File: src/spi_pkg.sv
package spi_pkg;

    // Widths
    localparam int WORD_WIDTH     = 8;
    localparam int APB_ADDR_WIDTH = 8;
    localparam int APB_DATA_WIDTH = 32;

    typedef logic [WORD_WIDTH-1:0]     spi_word_t;
    typedef logic [APB_ADDR_WIDTH-1:0] apb_addr_t;
    typedef logic [APB_DATA_WIDTH-1:0] apb_data_t;

    // Register map --------------------
    localparam apb_addr_t REG_CTRL   = 8'h00;
    localparam apb_addr_t REG_DIV    = 8'h04;
    localparam apb_addr_t REG_WAIT   = 8'h08;
    localparam apb_addr_t REG_TXDATA = 8'h0C;
    localparam apb_addr_t REG_RXDATA = 8'h10;
    localparam apb_addr_t REG_STATUS = 8'h14;

    // CTRL fields
    localparam int CTRL_CPOL     = 0;
    localparam int CTRL_CPHA     = 1;
    localparam int CTRL_ADDR_LSB = 2;

    // Reset values, also the smallest legal settings
    localparam int DIV_MIN  = 2;
    localparam int WAIT_MIN = 1;

    // STATUS bits --------------------
    localparam int STAT_TX_EMPTY = 0;
    localparam int STAT_TX_FULL  = 1;
    localparam int STAT_RX_EMPTY = 2;
    localparam int STAT_RX_FULL  = 3;

endpackage

File: src/axis_if.sv
interface axis_if #(
    parameter int WIDTH = 8
);

    logic [WIDTH-1:0] tdata;
    logic             tlast;
    logic             tvalid;
    logic             tready;

    // Producer side of the stream
    modport source (output tdata, output tlast, output tvalid, input tready);

    // Consumer side of the stream
    modport sink (input tdata, input tlast, input tvalid, output tready);

endinterface

File: src/spi_if.sv
interface spi_if #(
    parameter int SLAVE_NUM = 1
);

    logic                 sclk;
    logic                 mosi;
    logic                 miso;
    // One active-low select per slave
    logic [SLAVE_NUM-1:0] cs;

    modport master (output sclk, output mosi, output cs, input miso);

endinterface

File: src/spi_apb_regs.sv
module spi_apb_regs #(
    parameter int  DATA_WIDTH = 8,
    parameter int  DIV_WIDTH  = 16,
    parameter int  WAIT_WIDTH = 16,
    parameter int  SLAVE_NUM  = 4,
    localparam int ADDR_WIDTH = (SLAVE_NUM > 1) ? $clog2(SLAVE_NUM) : 1
) (
    input  logic                    clk_i,
    input  logic                    rstn_i,
    input  logic                    psel_i,
    input  logic                    penable_i,
    input  logic                    pwrite_i,
    input  spi_pkg::apb_addr_t      paddr_i,
    input  spi_pkg::apb_data_t      pwdata_i,
    output spi_pkg::apb_data_t      prdata_o,
    output logic                    pready_o,
    output logic                    pslverr_o,
    axis_if.source                  tx_o,
    axis_if.sink                    rx_i,
    input  logic                    tx_empty_i,
    input  logic                    tx_full_i,
    input  logic                    rx_empty_i,
    input  logic                    rx_full_i,
    output logic                    cpol_o,
    output logic                    cpha_o,
    output logic [ADDR_WIDTH-1:0]   slave_addr_o,
    output logic [DIV_WIDTH-1:0]    clk_div_o,
    output logic [WAIT_WIDTH-1:0]   wait_time_o
);

    import spi_pkg::*;

    logic wr_en;
    logic rd_en;

    // Access phase of an APB transfer
    assign wr_en = psel_i & penable_i & pwrite_i;
    assign rd_en = psel_i & penable_i & ~pwrite_i;

    // No wait states
    assign pready_o = 1'b1;

    // Configuration registers --------------------
    always_ff @(posedge clk_i) begin
        if (!rstn_i) begin
            cpol_o       <= 1'b0;
            cpha_o       <= 1'b0;
            slave_addr_o <= '0;
            clk_div_o    <= DIV_WIDTH'(DIV_MIN);
            wait_time_o  <= WAIT_WIDTH'(WAIT_MIN);
        end else if (wr_en) begin
            case (paddr_i)
                REG_CTRL: begin
                    cpol_o       <= pwdata_i[CTRL_CPOL];
                    cpha_o       <= pwdata_i[CTRL_CPHA];
                    slave_addr_o <= pwdata_i[CTRL_ADDR_LSB +: ADDR_WIDTH];
                end
                REG_DIV: begin
                    clk_div_o <= pwdata_i[DIV_WIDTH-1:0];
                end
                REG_WAIT: begin
                    wait_time_o <= pwdata_i[WAIT_WIDTH-1:0];
                end
                default: begin
                end
            endcase
        end
    end

    // TX push and RX pop --------------------
    // Data in the low bits, last flag just above them
    assign tx_o.tdata  = pwdata_i[DATA_WIDTH-1:0];
    assign tx_o.tlast  = pwdata_i[DATA_WIDTH];
    assign tx_o.tvalid = wr_en && (paddr_i == REG_TXDATA);

    assign rx_i.tready = rd_en && (paddr_i == REG_RXDATA);

    // Read mux
    always_comb begin
        prdata_o = '0;
        case (paddr_i)
            REG_CTRL: begin
                prdata_o[CTRL_CPOL]                  = cpol_o;
                prdata_o[CTRL_CPHA]                  = cpha_o;
                prdata_o[CTRL_ADDR_LSB +: ADDR_WIDTH] = slave_addr_o;
            end
            REG_DIV: begin
                prdata_o[DIV_WIDTH-1:0] = clk_div_o;
            end
            REG_WAIT: begin
                prdata_o[WAIT_WIDTH-1:0] = wait_time_o;
            end
            REG_RXDATA: begin
                // Zero when nothing is queued
                if (rx_i.tvalid) begin
                    prdata_o[DATA_WIDTH-1:0] = rx_i.tdata;
                    prdata_o[DATA_WIDTH]     = rx_i.tlast;
                end
            end
            REG_STATUS: begin
                prdata_o[STAT_TX_EMPTY] = tx_empty_i;
                prdata_o[STAT_TX_FULL]  = tx_full_i;
                prdata_o[STAT_RX_EMPTY] = rx_empty_i;
                prdata_o[STAT_RX_FULL]  = rx_full_i;
            end
            default: begin
            end
        endcase
    end

    // Push into a full TX queue or pop from an empty RX queue
    assign pslverr_o = (wr_en && (paddr_i == REG_TXDATA) && tx_full_i) ||
                       (rd_en && (paddr_i == REG_RXDATA) && rx_empty_i);

endmodule

File: src/spi_stream_fifo.sv
module spi_stream_fifo #(
    parameter int DEPTH = 16,
    parameter int WIDTH = 8
) (
    input  logic   clk_i,
    input  logic   rstn_i,
    axis_if.sink   in_i,
    axis_if.source out_o,
    output logic   full_o,
    output logic   empty_o
);

    localparam int AW = $clog2(DEPTH);

    // Last flag stored above the data bits
    logic [WIDTH:0] mem [DEPTH];

    // Extra MSB on each pointer tells full from empty
    logic [AW:0] wr_ptr;
    logic [AW:0] rd_ptr;
    logic [AW:0] wr_ptr_nxt;
    logic [AW:0] rd_ptr_nxt;
    logic        push;
    logic        pop;

    assign push = in_i.tvalid & ~full_o;
    assign pop  = out_o.tready & ~empty_o;

    assign wr_ptr_nxt = push ? wr_ptr + 1'b1 : wr_ptr;
    assign rd_ptr_nxt = pop ? rd_ptr + 1'b1 : rd_ptr;

    always_ff @(posedge clk_i) begin
        if (!rstn_i) begin
            wr_ptr  <= '0;
            rd_ptr  <= '0;
            full_o  <= 1'b0;
            empty_o <= 1'b1;
        end else begin
            wr_ptr  <= wr_ptr_nxt;
            rd_ptr  <= rd_ptr_nxt;
            full_o  <= (wr_ptr_nxt[AW-1:0] == rd_ptr_nxt[AW-1:0]) &&
                       (wr_ptr_nxt[AW] != rd_ptr_nxt[AW]);
            empty_o <= (wr_ptr_nxt == rd_ptr_nxt);
        end
    end

    // Storage
    always_ff @(posedge clk_i) begin
        if (push) begin
            mem[wr_ptr[AW-1:0]] <= {in_i.tlast, in_i.tdata};
        end
    end

    assign in_i.tready  = ~full_o;
    assign out_o.tvalid = ~empty_o;
    assign out_o.tdata  = mem[rd_ptr[AW-1:0]][WIDTH-1:0];
    assign out_o.tlast  = mem[rd_ptr[AW-1:0]][WIDTH];

endmodule

File: src/axis_spi_master.sv
module axis_spi_master #(
    parameter int  DATA_WIDTH = 8,
    parameter int  DIV_WIDTH  = 16,
    parameter int  WAIT_WIDTH = 16,
    parameter int  SLAVE_NUM  = 4,
    localparam int ADDR_WIDTH = (SLAVE_NUM > 1) ? $clog2(SLAVE_NUM) : 1
) (
    input  logic                  clk_i,
    input  logic                  rstn_i,
    input  logic                  cpol_i,
    input  logic                  cpha_i,
    input  logic [ADDR_WIDTH-1:0] addr_i,
    input  logic [DIV_WIDTH-1:0]  clk_divider_i,
    input  logic [WAIT_WIDTH-1:0] wait_time_i,
    spi_if.master                 m_spi,
    axis_if.sink                  s_axis,
    axis_if.source                m_axis
);

    localparam int BIT_CNT_W = (DATA_WIDTH > 1) ? $clog2(DATA_WIDTH) : 1;
    localparam logic [BIT_CNT_W-1:0] LAST_BIT = BIT_CNT_W'(DATA_WIDTH - 1);

    typedef enum logic [1:0] {
        IDLE,
        DATA,
        WAIT
    } state_e;

    state_e state;

    logic [DIV_WIDTH-1:0]  clk_cnt;
    logic [DIV_WIDTH-1:0]  half_limit;
    logic [DIV_WIDTH-1:0]  full_limit;
    logic                  half_tick;
    logic                  full_tick;
    logic                  last_tick;
    logic                  sample_tick;
    logic                  shift_tick;
    logic [BIT_CNT_W-1:0]  bit_cnt;

    logic [WAIT_WIDTH-1:0] wait_cnt;
    logic [WAIT_WIDTH-1:0] wait_cnt_nxt;
    logic                  wait_done;

    logic                  cs_q;
    logic [ADDR_WIDTH-1:0] addr_q;
    logic                  tlast_flag;
    logic [DATA_WIDTH-1:0] tx_shift;
    logic [DATA_WIDTH-1:0] rx_shift;
    logic [1:0]            done_pipe;

    logic                  s_hs;
    logic                  m_hs;

    // Stream handshakes --------------------
    // No new transfer while a received byte is still on its way out
    assign s_axis.tready = (state == IDLE) && !m_axis.tvalid && (done_pipe == 2'b00);
    assign s_hs          = s_axis.tvalid & s_axis.tready;
    assign m_hs          = m_axis.tvalid & m_axis.tready;

    // Control FSM --------------------
    always_ff @(posedge clk_i) begin
        if (!rstn_i) begin
            state      <= IDLE;
            cs_q       <= 1'b1;
            addr_q     <= '0;
            tlast_flag <= 1'b0;
        end else begin
            case (state)
                IDLE: begin
                    if (s_hs) begin
                        state      <= DATA;
                        cs_q       <= 1'b0;
                        addr_q     <= addr_i;
                        tlast_flag <= s_axis.tlast;
                    end
                end
                DATA: begin
                    if (last_tick) begin
                        if (tlast_flag) begin
                            state <= WAIT;
                            cs_q  <= 1'b1;
                        end else begin
                            // Burst continues, cs stays low
                            state <= IDLE;
                        end
                    end
                end
                WAIT: begin
                    if (wait_done) begin
                        state <= IDLE;
                    end
                end
                default: state <= IDLE;
            endcase
        end
    end

    // Chip select after a last byte
    assign wait_cnt_nxt = wait_cnt + 1'b1;
    assign wait_done    = (wait_cnt_nxt >= wait_time_i);

    always_ff @(posedge clk_i) begin
        if (!rstn_i || state != WAIT) begin
            wait_cnt <= '0;
        end else begin
            wait_cnt <= wait_cnt_nxt;
        end
    end

    // Select only the addressed slave
    always_comb begin
        for (int i = 0; i < SLAVE_NUM; i++) begin
            m_spi.cs[i] = (addr_q == ADDR_WIDTH'(i)) ? cs_q : 1'b1;
        end
    end

    // Serial clock timing --------------------
    // Leading edge at half the divider, trailing edge at the full count
    assign half_limit = (clk_divider_i >> 1) - 1'b1;
    assign full_limit = clk_divider_i - 1'b1;
    assign half_tick  = (state == DATA) && (clk_cnt == half_limit);
    assign full_tick  = (state == DATA) && (clk_cnt == full_limit);
    assign last_tick  = full_tick && (bit_cnt == LAST_BIT);

    always_ff @(posedge clk_i) begin
        if (!rstn_i || state != DATA) begin
            clk_cnt <= '0;
            bit_cnt <= '0;
        end else if (full_tick) begin
            clk_cnt <= '0;
            bit_cnt <= bit_cnt + 1'b1;
        end else begin
            clk_cnt <= clk_cnt + 1'b1;
        end
    end

    always_ff @(posedge clk_i) begin
        if (!rstn_i) begin
            m_spi.sclk <= cpol_i;
        end else if (state != DATA) begin
            // Idle level follows CPOL
            m_spi.sclk <= cpol_i;
        end else if (half_tick || full_tick) begin
            m_spi.sclk <= ~m_spi.sclk;
        end
    end

    // Data shifting --------------------
    // CPHA 0 samples on the leading edge and shifts on the trailing one
    assign sample_tick = cpha_i ? full_tick : half_tick;
    assign shift_tick  = cpha_i ? half_tick : (full_tick & ~last_tick);

    always_ff @(posedge clk_i) begin
        if (!rstn_i) begin
            m_spi.mosi <= 1'b0;
        end else if (s_hs) begin
            // CPHA 0 needs the MSB on the line before the first edge
            if (!cpha_i) begin
                m_spi.mosi <= s_axis.tdata[DATA_WIDTH-1];
            end
        end else if (shift_tick) begin
            m_spi.mosi <= tx_shift[DATA_WIDTH-1];
        end
    end

    always_ff @(posedge clk_i) begin
        if (s_hs) begin
            tx_shift <= cpha_i ? s_axis.tdata : (s_axis.tdata << 1);
        end else if (shift_tick) begin
            tx_shift <= tx_shift << 1;
        end
    end

    always_ff @(posedge clk_i) begin
        if (sample_tick) begin
            rx_shift <= {rx_shift[DATA_WIDTH-2:0], m_spi.miso};
        end
    end

    // Received byte --------------------
    // Two cycles from the final sclk edge to tvalid
    always_ff @(posedge clk_i) begin
        if (!rstn_i) begin
            done_pipe     <= 2'b00;
            m_axis.tvalid <= 1'b0;
        end else begin
            done_pipe <= {done_pipe[0], last_tick};
            if (done_pipe[1]) begin
                m_axis.tvalid <= 1'b1;
            end else if (m_hs) begin
                m_axis.tvalid <= 1'b0;
            end
        end
    end

    always_ff @(posedge clk_i) begin
        if (done_pipe[1]) begin
            m_axis.tdata <= rx_shift;
            m_axis.tlast <= tlast_flag;
        end
    end

endmodule

File: src/spi_apb_top.sv
module spi_apb_top #(
    parameter int DATA_WIDTH = spi_pkg::WORD_WIDTH,
    parameter int DIV_WIDTH  = 16,
    parameter int WAIT_WIDTH = 16,
    parameter int SLAVE_NUM  = 4,
    parameter int FIFO_DEPTH = 16
) (
    input  logic                 clk_i,
    input  logic                 rstn_i,
    input  logic                 psel_i,
    input  logic                 penable_i,
    input  logic                 pwrite_i,
    input  spi_pkg::apb_addr_t   paddr_i,
    input  spi_pkg::apb_data_t   pwdata_i,
    output spi_pkg::apb_data_t   prdata_o,
    output logic                 pready_o,
    output logic                 pslverr_o,
    output logic                 spi_sclk_o,
    output logic                 spi_mosi_o,
    output logic [SLAVE_NUM-1:0] spi_cs_o,
    input  logic                 spi_miso_i
);

    localparam int ADDR_WIDTH = (SLAVE_NUM > 1) ? $clog2(SLAVE_NUM) : 1;

    logic                  cpol;
    logic                  cpha;
    logic [ADDR_WIDTH-1:0] slave_addr;
    logic [DIV_WIDTH-1:0]  clk_div;
    logic [WAIT_WIDTH-1:0] wait_time;
    logic                  tx_full;
    logic                  tx_empty;
    logic                  rx_full;
    logic                  rx_empty;

    axis_if #(.WIDTH(DATA_WIDTH)) tx_push ();
    axis_if #(.WIDTH(DATA_WIDTH)) tx_pop ();
    axis_if #(.WIDTH(DATA_WIDTH)) rx_push ();
    axis_if #(.WIDTH(DATA_WIDTH)) rx_pop ();
    spi_if #(.SLAVE_NUM(SLAVE_NUM)) spi_bus ();

    // Host registers
    spi_apb_regs #(
        .DATA_WIDTH(DATA_WIDTH),
        .DIV_WIDTH (DIV_WIDTH),
        .WAIT_WIDTH(WAIT_WIDTH),
        .SLAVE_NUM (SLAVE_NUM)
    ) regs_inst (
        .clk_i       (clk_i),
        .rstn_i      (rstn_i),
        .psel_i      (psel_i),
        .penable_i   (penable_i),
        .pwrite_i    (pwrite_i),
        .paddr_i     (paddr_i),
        .pwdata_i    (pwdata_i),
        .prdata_o    (prdata_o),
        .pready_o    (pready_o),
        .pslverr_o   (pslverr_o),
        .tx_o        (tx_push),
        .rx_i        (rx_pop),
        .tx_empty_i  (tx_empty),
        .tx_full_i   (tx_full),
        .rx_empty_i  (rx_empty),
        .rx_full_i   (rx_full),
        .cpol_o      (cpol),
        .cpha_o      (cpha),
        .slave_addr_o(slave_addr),
        .clk_div_o   (clk_div),
        .wait_time_o (wait_time)
    );

    spi_stream_fifo #(
        .DEPTH(FIFO_DEPTH),
        .WIDTH(DATA_WIDTH)
    ) tx_fifo_inst (
        .clk_i  (clk_i),
        .rstn_i (rstn_i),
        .in_i   (tx_push),
        .out_o  (tx_pop),
        .full_o (tx_full),
        .empty_o(tx_empty)
    );

    axis_spi_master #(
        .DATA_WIDTH(DATA_WIDTH),
        .DIV_WIDTH (DIV_WIDTH),
        .WAIT_WIDTH(WAIT_WIDTH),
        .SLAVE_NUM (SLAVE_NUM)
    ) engine_inst (
        .clk_i        (clk_i),
        .rstn_i       (rstn_i),
        .cpol_i       (cpol),
        .cpha_i       (cpha),
        .addr_i       (slave_addr),
        .clk_divider_i(clk_div),
        .wait_time_i  (wait_time),
        .m_spi        (spi_bus),
        .s_axis       (tx_pop),
        .m_axis       (rx_push)
    );

    spi_stream_fifo #(
        .DEPTH(FIFO_DEPTH),
        .WIDTH(DATA_WIDTH)
    ) rx_fifo_inst (
        .clk_i  (clk_i),
        .rstn_i (rstn_i),
        .in_i   (rx_push),
        .out_o  (rx_pop),
        .full_o (rx_full),
        .empty_o(rx_empty)
    );

    // SPI pins
    assign spi_sclk_o   = spi_bus.sclk;
    assign spi_mosi_o   = spi_bus.mosi;
    assign spi_cs_o     = spi_bus.cs;
    assign spi_bus.miso = spi_miso_i;

endmodule

File: config.mk
export PLATFORM = sky130hd
export DESIGN_NAME = spi_apb_top
export DESIGN_NICKNAME = d
export VERILOG_FILES = /design/src/spi_pkg.sv /design/src/axis_if.sv /design/src/spi_if.sv /design/src/spi_apb_regs.sv /design/src/spi_stream_fifo.sv /design/src/axis_spi_master.sv /design/src/spi_apb_top.sv
export SDC_FILE = /design/constraint.sdc
export NUM_CORES = 1
export LEC_CHECK = 0
export BUFFER_PORTS_ARGS = -buffer_cell sky130_fd_sc_hd__buf_2
export CAP_MARGIN = 20
export CORE_MARGIN = 4
export CORE_UTILIZATION = 50
export CTS_CLUSTER_DIAMETER = 200
export DETAILED_ROUTE_END_ITERATION = 6
export HOLD_SLACK_MARGIN = 0.15
export PLACE_DENSITY = 0.67
export SLEW_MARGIN = 10
export SYNTH_ARGS = -nofsm -noshare
export SYNTH_HDL_FRONTEND = slang
export SYNTH_HIERARCHICAL = 1
export SYNTH_SLANG_ARGS = --single-unit
File: constraint.sdc
create_clock -name clk_i -period 6 [get_ports clk_i]
set_clock_uncertainty 0.1 [all_clocks]
set_input_delay 0.9 -clock clk_i [delete_from_list [all_inputs] [get_ports clk_i]]
set_output_delay 0.9 -clock clk_i [all_outputs]
set_load 0.01 [all_outputs]
=== Word level (Yosys, flattened, before mapping) ===
Memory sizes are Yosys's and may differ from the RTL's. A register that Yosys moved wholly into a read port is not among the register bits.
Index checks and enable logic that the tools add are counted.

* Add/sub/neg operators: 9
* Magnitude comparators: 1
* Eq/ne operators: 27
* Muxes and demuxes: 40
* Bitwise logic cells: 15
* Reduce and logical (&&, ||, !) cells: 32

{| class="wikitable"
|+ Operator list
! operator !! count
|-
| 16-bit by 1-bit adder with 16-bit output, second input constant || 2
|-
| 16-bit equality test || 2
|-
| 8-bit 2-to-1 mux || 3
|-
| 1-bit 2-to-1 mux || 21
|-
| 5-bit by 1-bit adder with 5-bit output, second input constant || 4
|-
| 5-bit 2-to-1 mux || 4
|-
| 4-bit case mux with 5 select lines || 1
|-
| 8-bit by 4-bit equality test with 1-bit output, second input constant || 2
|-
| 8-bit by 5-bit equality test with 1-bit output, second input constant || 2
|-
| 16-bit >= comparator || 1
|-
| 15-bit by 1-bit subtractor with 16-bit output, second input constant || 1
|-
| 16-bit by 1-bit subtractor with 16-bit output, second input constant || 1
|-
| 5-bit case mux with 3 select lines || 1
|-
| 7-bit case mux with 2 select lines || 1
|-
| 1-bit logical AND || 11
|-
| 5-bit equality test || 2
|-
| 2-bit AND reduction || 5
|-
| 9-bit 2-to-1 mux || 1
|-
| 1-bit AND || 8
|-
| 4-bit equality test || 2
|-
| 8-bit by 3-bit equality test with 1-bit output, second input constant || 1
|-
| 8-bit logical NOT || 1
|-
| 2-bit 2-to-1 mux || 4
|-
| 4-bit 2-to-1 mux || 2
|-
| other kinds (18) || 41
|}

* Register bits: 131
* Bits in writable memories: 288
* Bits of input ports: 46
* Output and inout port bits: 40
* Memories kept: 2

{| class="wikitable"
|+ Memories
! memory !! depth !! bits a word !! read ports !! clocked after Yosys merged registers in !! write ports !! RTL line !! text
|-
| rx_fifo_inst.mem || 16 || 9 || 1 || 1 || 1 || spi_stream_fifo.sv:16 || <nowiki>logic [WIDTH:0] mem [DEPTH];</nowiki>
|-
| tx_fifo_inst.mem || 16 || 9 || 1 || 1 || 1 || spi_stream_fifo.sv:16 ||
|}

=== Longest topological paths before layout ===
* Depth in word-level cells: 9
* Mapped depth: 12

=== Modules after synthesis ===
Netlist, hierarchy kept.

{| class="wikitable"
|+ Modules (own cells, without submodules)
! module !! times used !! cells each !! area each (sq um)
|-
| spi_stream_fifo (tx_fifo_inst) || 1 || 311 || 6284.8
|-
| spi_stream_fifo (rx_fifo_inst) || 1 || 311 || 6282.3
|-
| axis_spi_master || 1 || 482 || 4345.4
|-
| spi_apb_regs || 1 || 235 || 2113.3
|}

=== Worst setup path before layout ===
No wires, ideal clock.

* Path kind: input -> register
* Start point: in paddr_i[1]
* End point: mem tx_fifo_inst/mem[0][0] (netlist name), enable pin
* Arrival: 2.834 ns
* Setup slack: 2.679 ns
* Stages on the path: 7
* Path buffers: 1
* Cells stage by stage: nor4_1 > and4b_1 > and2_1 > nor2b_2 > buf_4 > nand2_1 > nor3_1

* Cells in the longest elaborated chain, start to end: 5

{| class="wikitable"
|+ RTL lines
! item !! RTL line !! text
|-
| start, declared || spi_apb_top.sv:13 || <nowiki>input spi_pkg::apb_addr_t paddr_i,</nowiki>
|-
| 8-bit by 4-bit equality test with 1-bit output || spi_apb_regs.sv:74 || <nowiki>assign tx_o.tvalid = wr_en && (paddr_i == REG_TXDATA);</nowiki>
|-
| 1-bit logical AND || spi_apb_regs.sv:74 ||
|-
| via tx_push.tvalid || axis_if.sv:7 || <nowiki>logic tvalid;</nowiki>
|-
| 1-bit AND || spi_stream_fifo.sv:26 || <nowiki>assign push = in_i.tvalid & ~full_o;</nowiki>
|-
| 1-bit 2-to-1 mux || spi_stream_fifo.sv:49 || <nowiki>if (push) begin</nowiki>
|-
| 1-bit 2-to-1 mux (not written as such) || spi_stream_fifo.sv:50 || <nowiki>mem[wr_ptr[AW-1:0]] <= {in_i.tlast, in_i.tdata};</nowiki>
|-
| end, declared || spi_stream_fifo.sv:16 ||
|}

The timed path passes the listed nets, and every way through them passes these cells.

==> results.ini <==
[cts]
clock-root-buffer=clkbuf_16
holdBufCountCts=0
cts_tree=built
post-cts-setup-buffer-count=0
clkLatencyLatePin_ns=0.54
clock-sinks=419
h-tree-depth=2
cts.path.max_buffers=3
cts_made_buffers=43
path_clk_slew_ns=0.06
post_cts_resized=0

[critical_path]
worst_ep_arrival_time_ns=3.46
max_stage_delay_ns=0.95
cp-startpoint=rx_fifo_inst/rd_ptr[0]$_SDFF_PN0_
path_buf_inv=2
crit_path_top_delay_cell=dfxtp_2
endpoint_kind=output port
crit_type=flop to output port
rr_startpoint=regs_inst/clk_div_o[2]$_SDFFE_PN0P_
critPathMaxFanout=28
crit_required_ns=5.00
worstSetupStartpointType=flop
critPathTopFamily=flip-flops
worstPathCellList=buf_4 > mux4_1 > a211oi_1 > a21oi_1 > a221o_1 > buf_2

[finish]
final_cell_mix=314 x edfxtp_1, 103 x dfxtp_1, 100 x nand2_1
nets=1453
diodes=0
final_common_cell=edfxtp_1
areaGrowthSynthToFinish_pct=9.66
drive_gt1_share_pct=14.5

[logic_synthesis]
synth_warnings=6
netlist_instances=1338
syn_avg_cell_area_um2=14.2
netlist_area_mm2=0.0190

[placed_design]
dp_worst_setup_slack_ns=1.95
dpl.hpwl_um=25800
gp_congestion=0.859
numPortBuffers=52

[floorplanning]
die_x_um=203
io-pin-count=86
row_count=71
core_mm2=0.0376
die_area_mm2=0.0412
die_height_um=203
start_util_pct=50.6

[grt]
grt_max_degree=73
grt_use_total_pct=18.8
grt_pass1_wl_um=61300
first_global_vias=10852
antenna_found_initial=0
gr-total-overflow=0

[pwr]
p_leak_nw=7.07
swShare_pct=22.2
intPower_mw=4.87
p_switching_mw=1.39
power_frac_seq_pct=51.8
pwr_density_cell_mw_per_mm2=300
p_comb_share_pct=7.4
clkPwrFrac_pct=40.8
vdd_drop_max_uv=183

[timing]
slew_headroom_pct=27.6
hold_violations=0
rsz0062_at_grt=no
finalCritPeriodShare_pct=74.3
max_freq_ghz=0.224
layout_setup_ws_ns=1.54
setup_viol=0
fin_crit_ns=4.46
setup_tns_ns=0
slew_viol_final=0
worstMarginPinSlew_ns=1.09

[routing]
drt-total-wl_um=39000
drt-initial-drc-count=744
drc=0
firstDrtPassIters=5
vias_per_cell=5.64
vias=10815
wl_per_cell_um=20.3
ant_nets=0

[hold_path]
min_from=engine_inst/rx_shift[7]$_DFFE_PP_
min_path_type=flop to flop

[status]
status=finished clean

[flow_run]
max-cap-violations=0

[registers in the layout, indices dropped and copies added, names as in the netlist, 2 cells and up]
| register | count |
|---|---|
| engine_inst/tx_shift | 8 |
| engine_inst/wait_cnt | 16 |
| regs_inst/wait_time_o | 16 |
| engine_inst/rx_shift | 8 |
| regs_inst/clk_div_o | 16 |
| engine_inst/m_axis.tdata | 8 |
| engine_inst/addr_q | 2 |
| rx_fifo_inst/mem | 144 |
| rx_fifo_inst/wr_ptr | 5 |
| engine_inst/bit_cnt | 3 |
| regs_inst/slave_addr_o | 2 |
| rx_fifo_inst/rd_ptr | 5 |
| tx_fifo_inst/rd_ptr | 5 |
| tx_fifo_inst/wr_ptr | 5 |
| engine_inst/state | 2 |
| tx_fifo_inst/mem | 144 |
| engine_inst/clk_cnt | 16 |
| engine_inst/done_pipe | 2 |
[final cells by class]
class                      instances  area [um^2]
fill                            2998        16700
sequential                       419        11500
multi-input combinational        804         6780
clock buffer                      54         1180
tap                              511          639
timing repair buffer              70          403
clock inverter                    24          188
inverter                          36          135
[per-stage QoR]
| stage | power, mW | std cells | area (um^2) | utilization (%) | hold WS, ns |
|---|---|---|---|---|---|
| CTS | 6.33 | 1917 | 20800 | 55.5 | 0.321 |
| floorplan | 3.67 | 1353 | 19100 | - | 0.300 |
| finish | 6.25 | 1918 | 20900 | 55.5 | 0.321 |
| detailed placement | 3.77 | 1839 | 19500 | 51.8 | 0.306 |
| global route | 6.50 | 1918 | 20900 | 55.5 | 0.339 |
| global placement | 3.76 | 1839 | 19500 | 51.8 | 0.306 |
[routing by layer]
layer	global-route usage, %	up-vias	wire, um
met5	0	-	0
met4	5.73	0	986
met3	2.89	63	2440
met2	30.4	335	18200
met1	26.8	5318	17300
li1	-	5099	-
[path summary, 6_finish.rpt]
path,end,slack (ns),depth (start not counted)
max,prdata_o[6],1.54,6
min,engine_inst/m_axis.tdata[7]$_DFFE_PP_,0.32,0
max reg2reg,engine_inst/m_spi.sclk$_DFFE_PP_,2.11,9
min reg2reg,engine_inst/m_axis.tdata[7]$_DFFE_PP_,0.32,0
[power groups by stage]
stage | clock, mW | sequential, mW | combinational (mW)
after global routing | 2.75 | 3.25 | 0.509
after CTS | 2.62 | 3.24 | 0.468
after detailed placement | 0 | 3.30 | 0.468
final | 2.55 | 3.24 | 0.465
after floorplan | 0 | 3.25 | 0.421
after global placement | 0 | 3.30 | 0.460
Note: power is estimated with default switching activity, not from simulation.
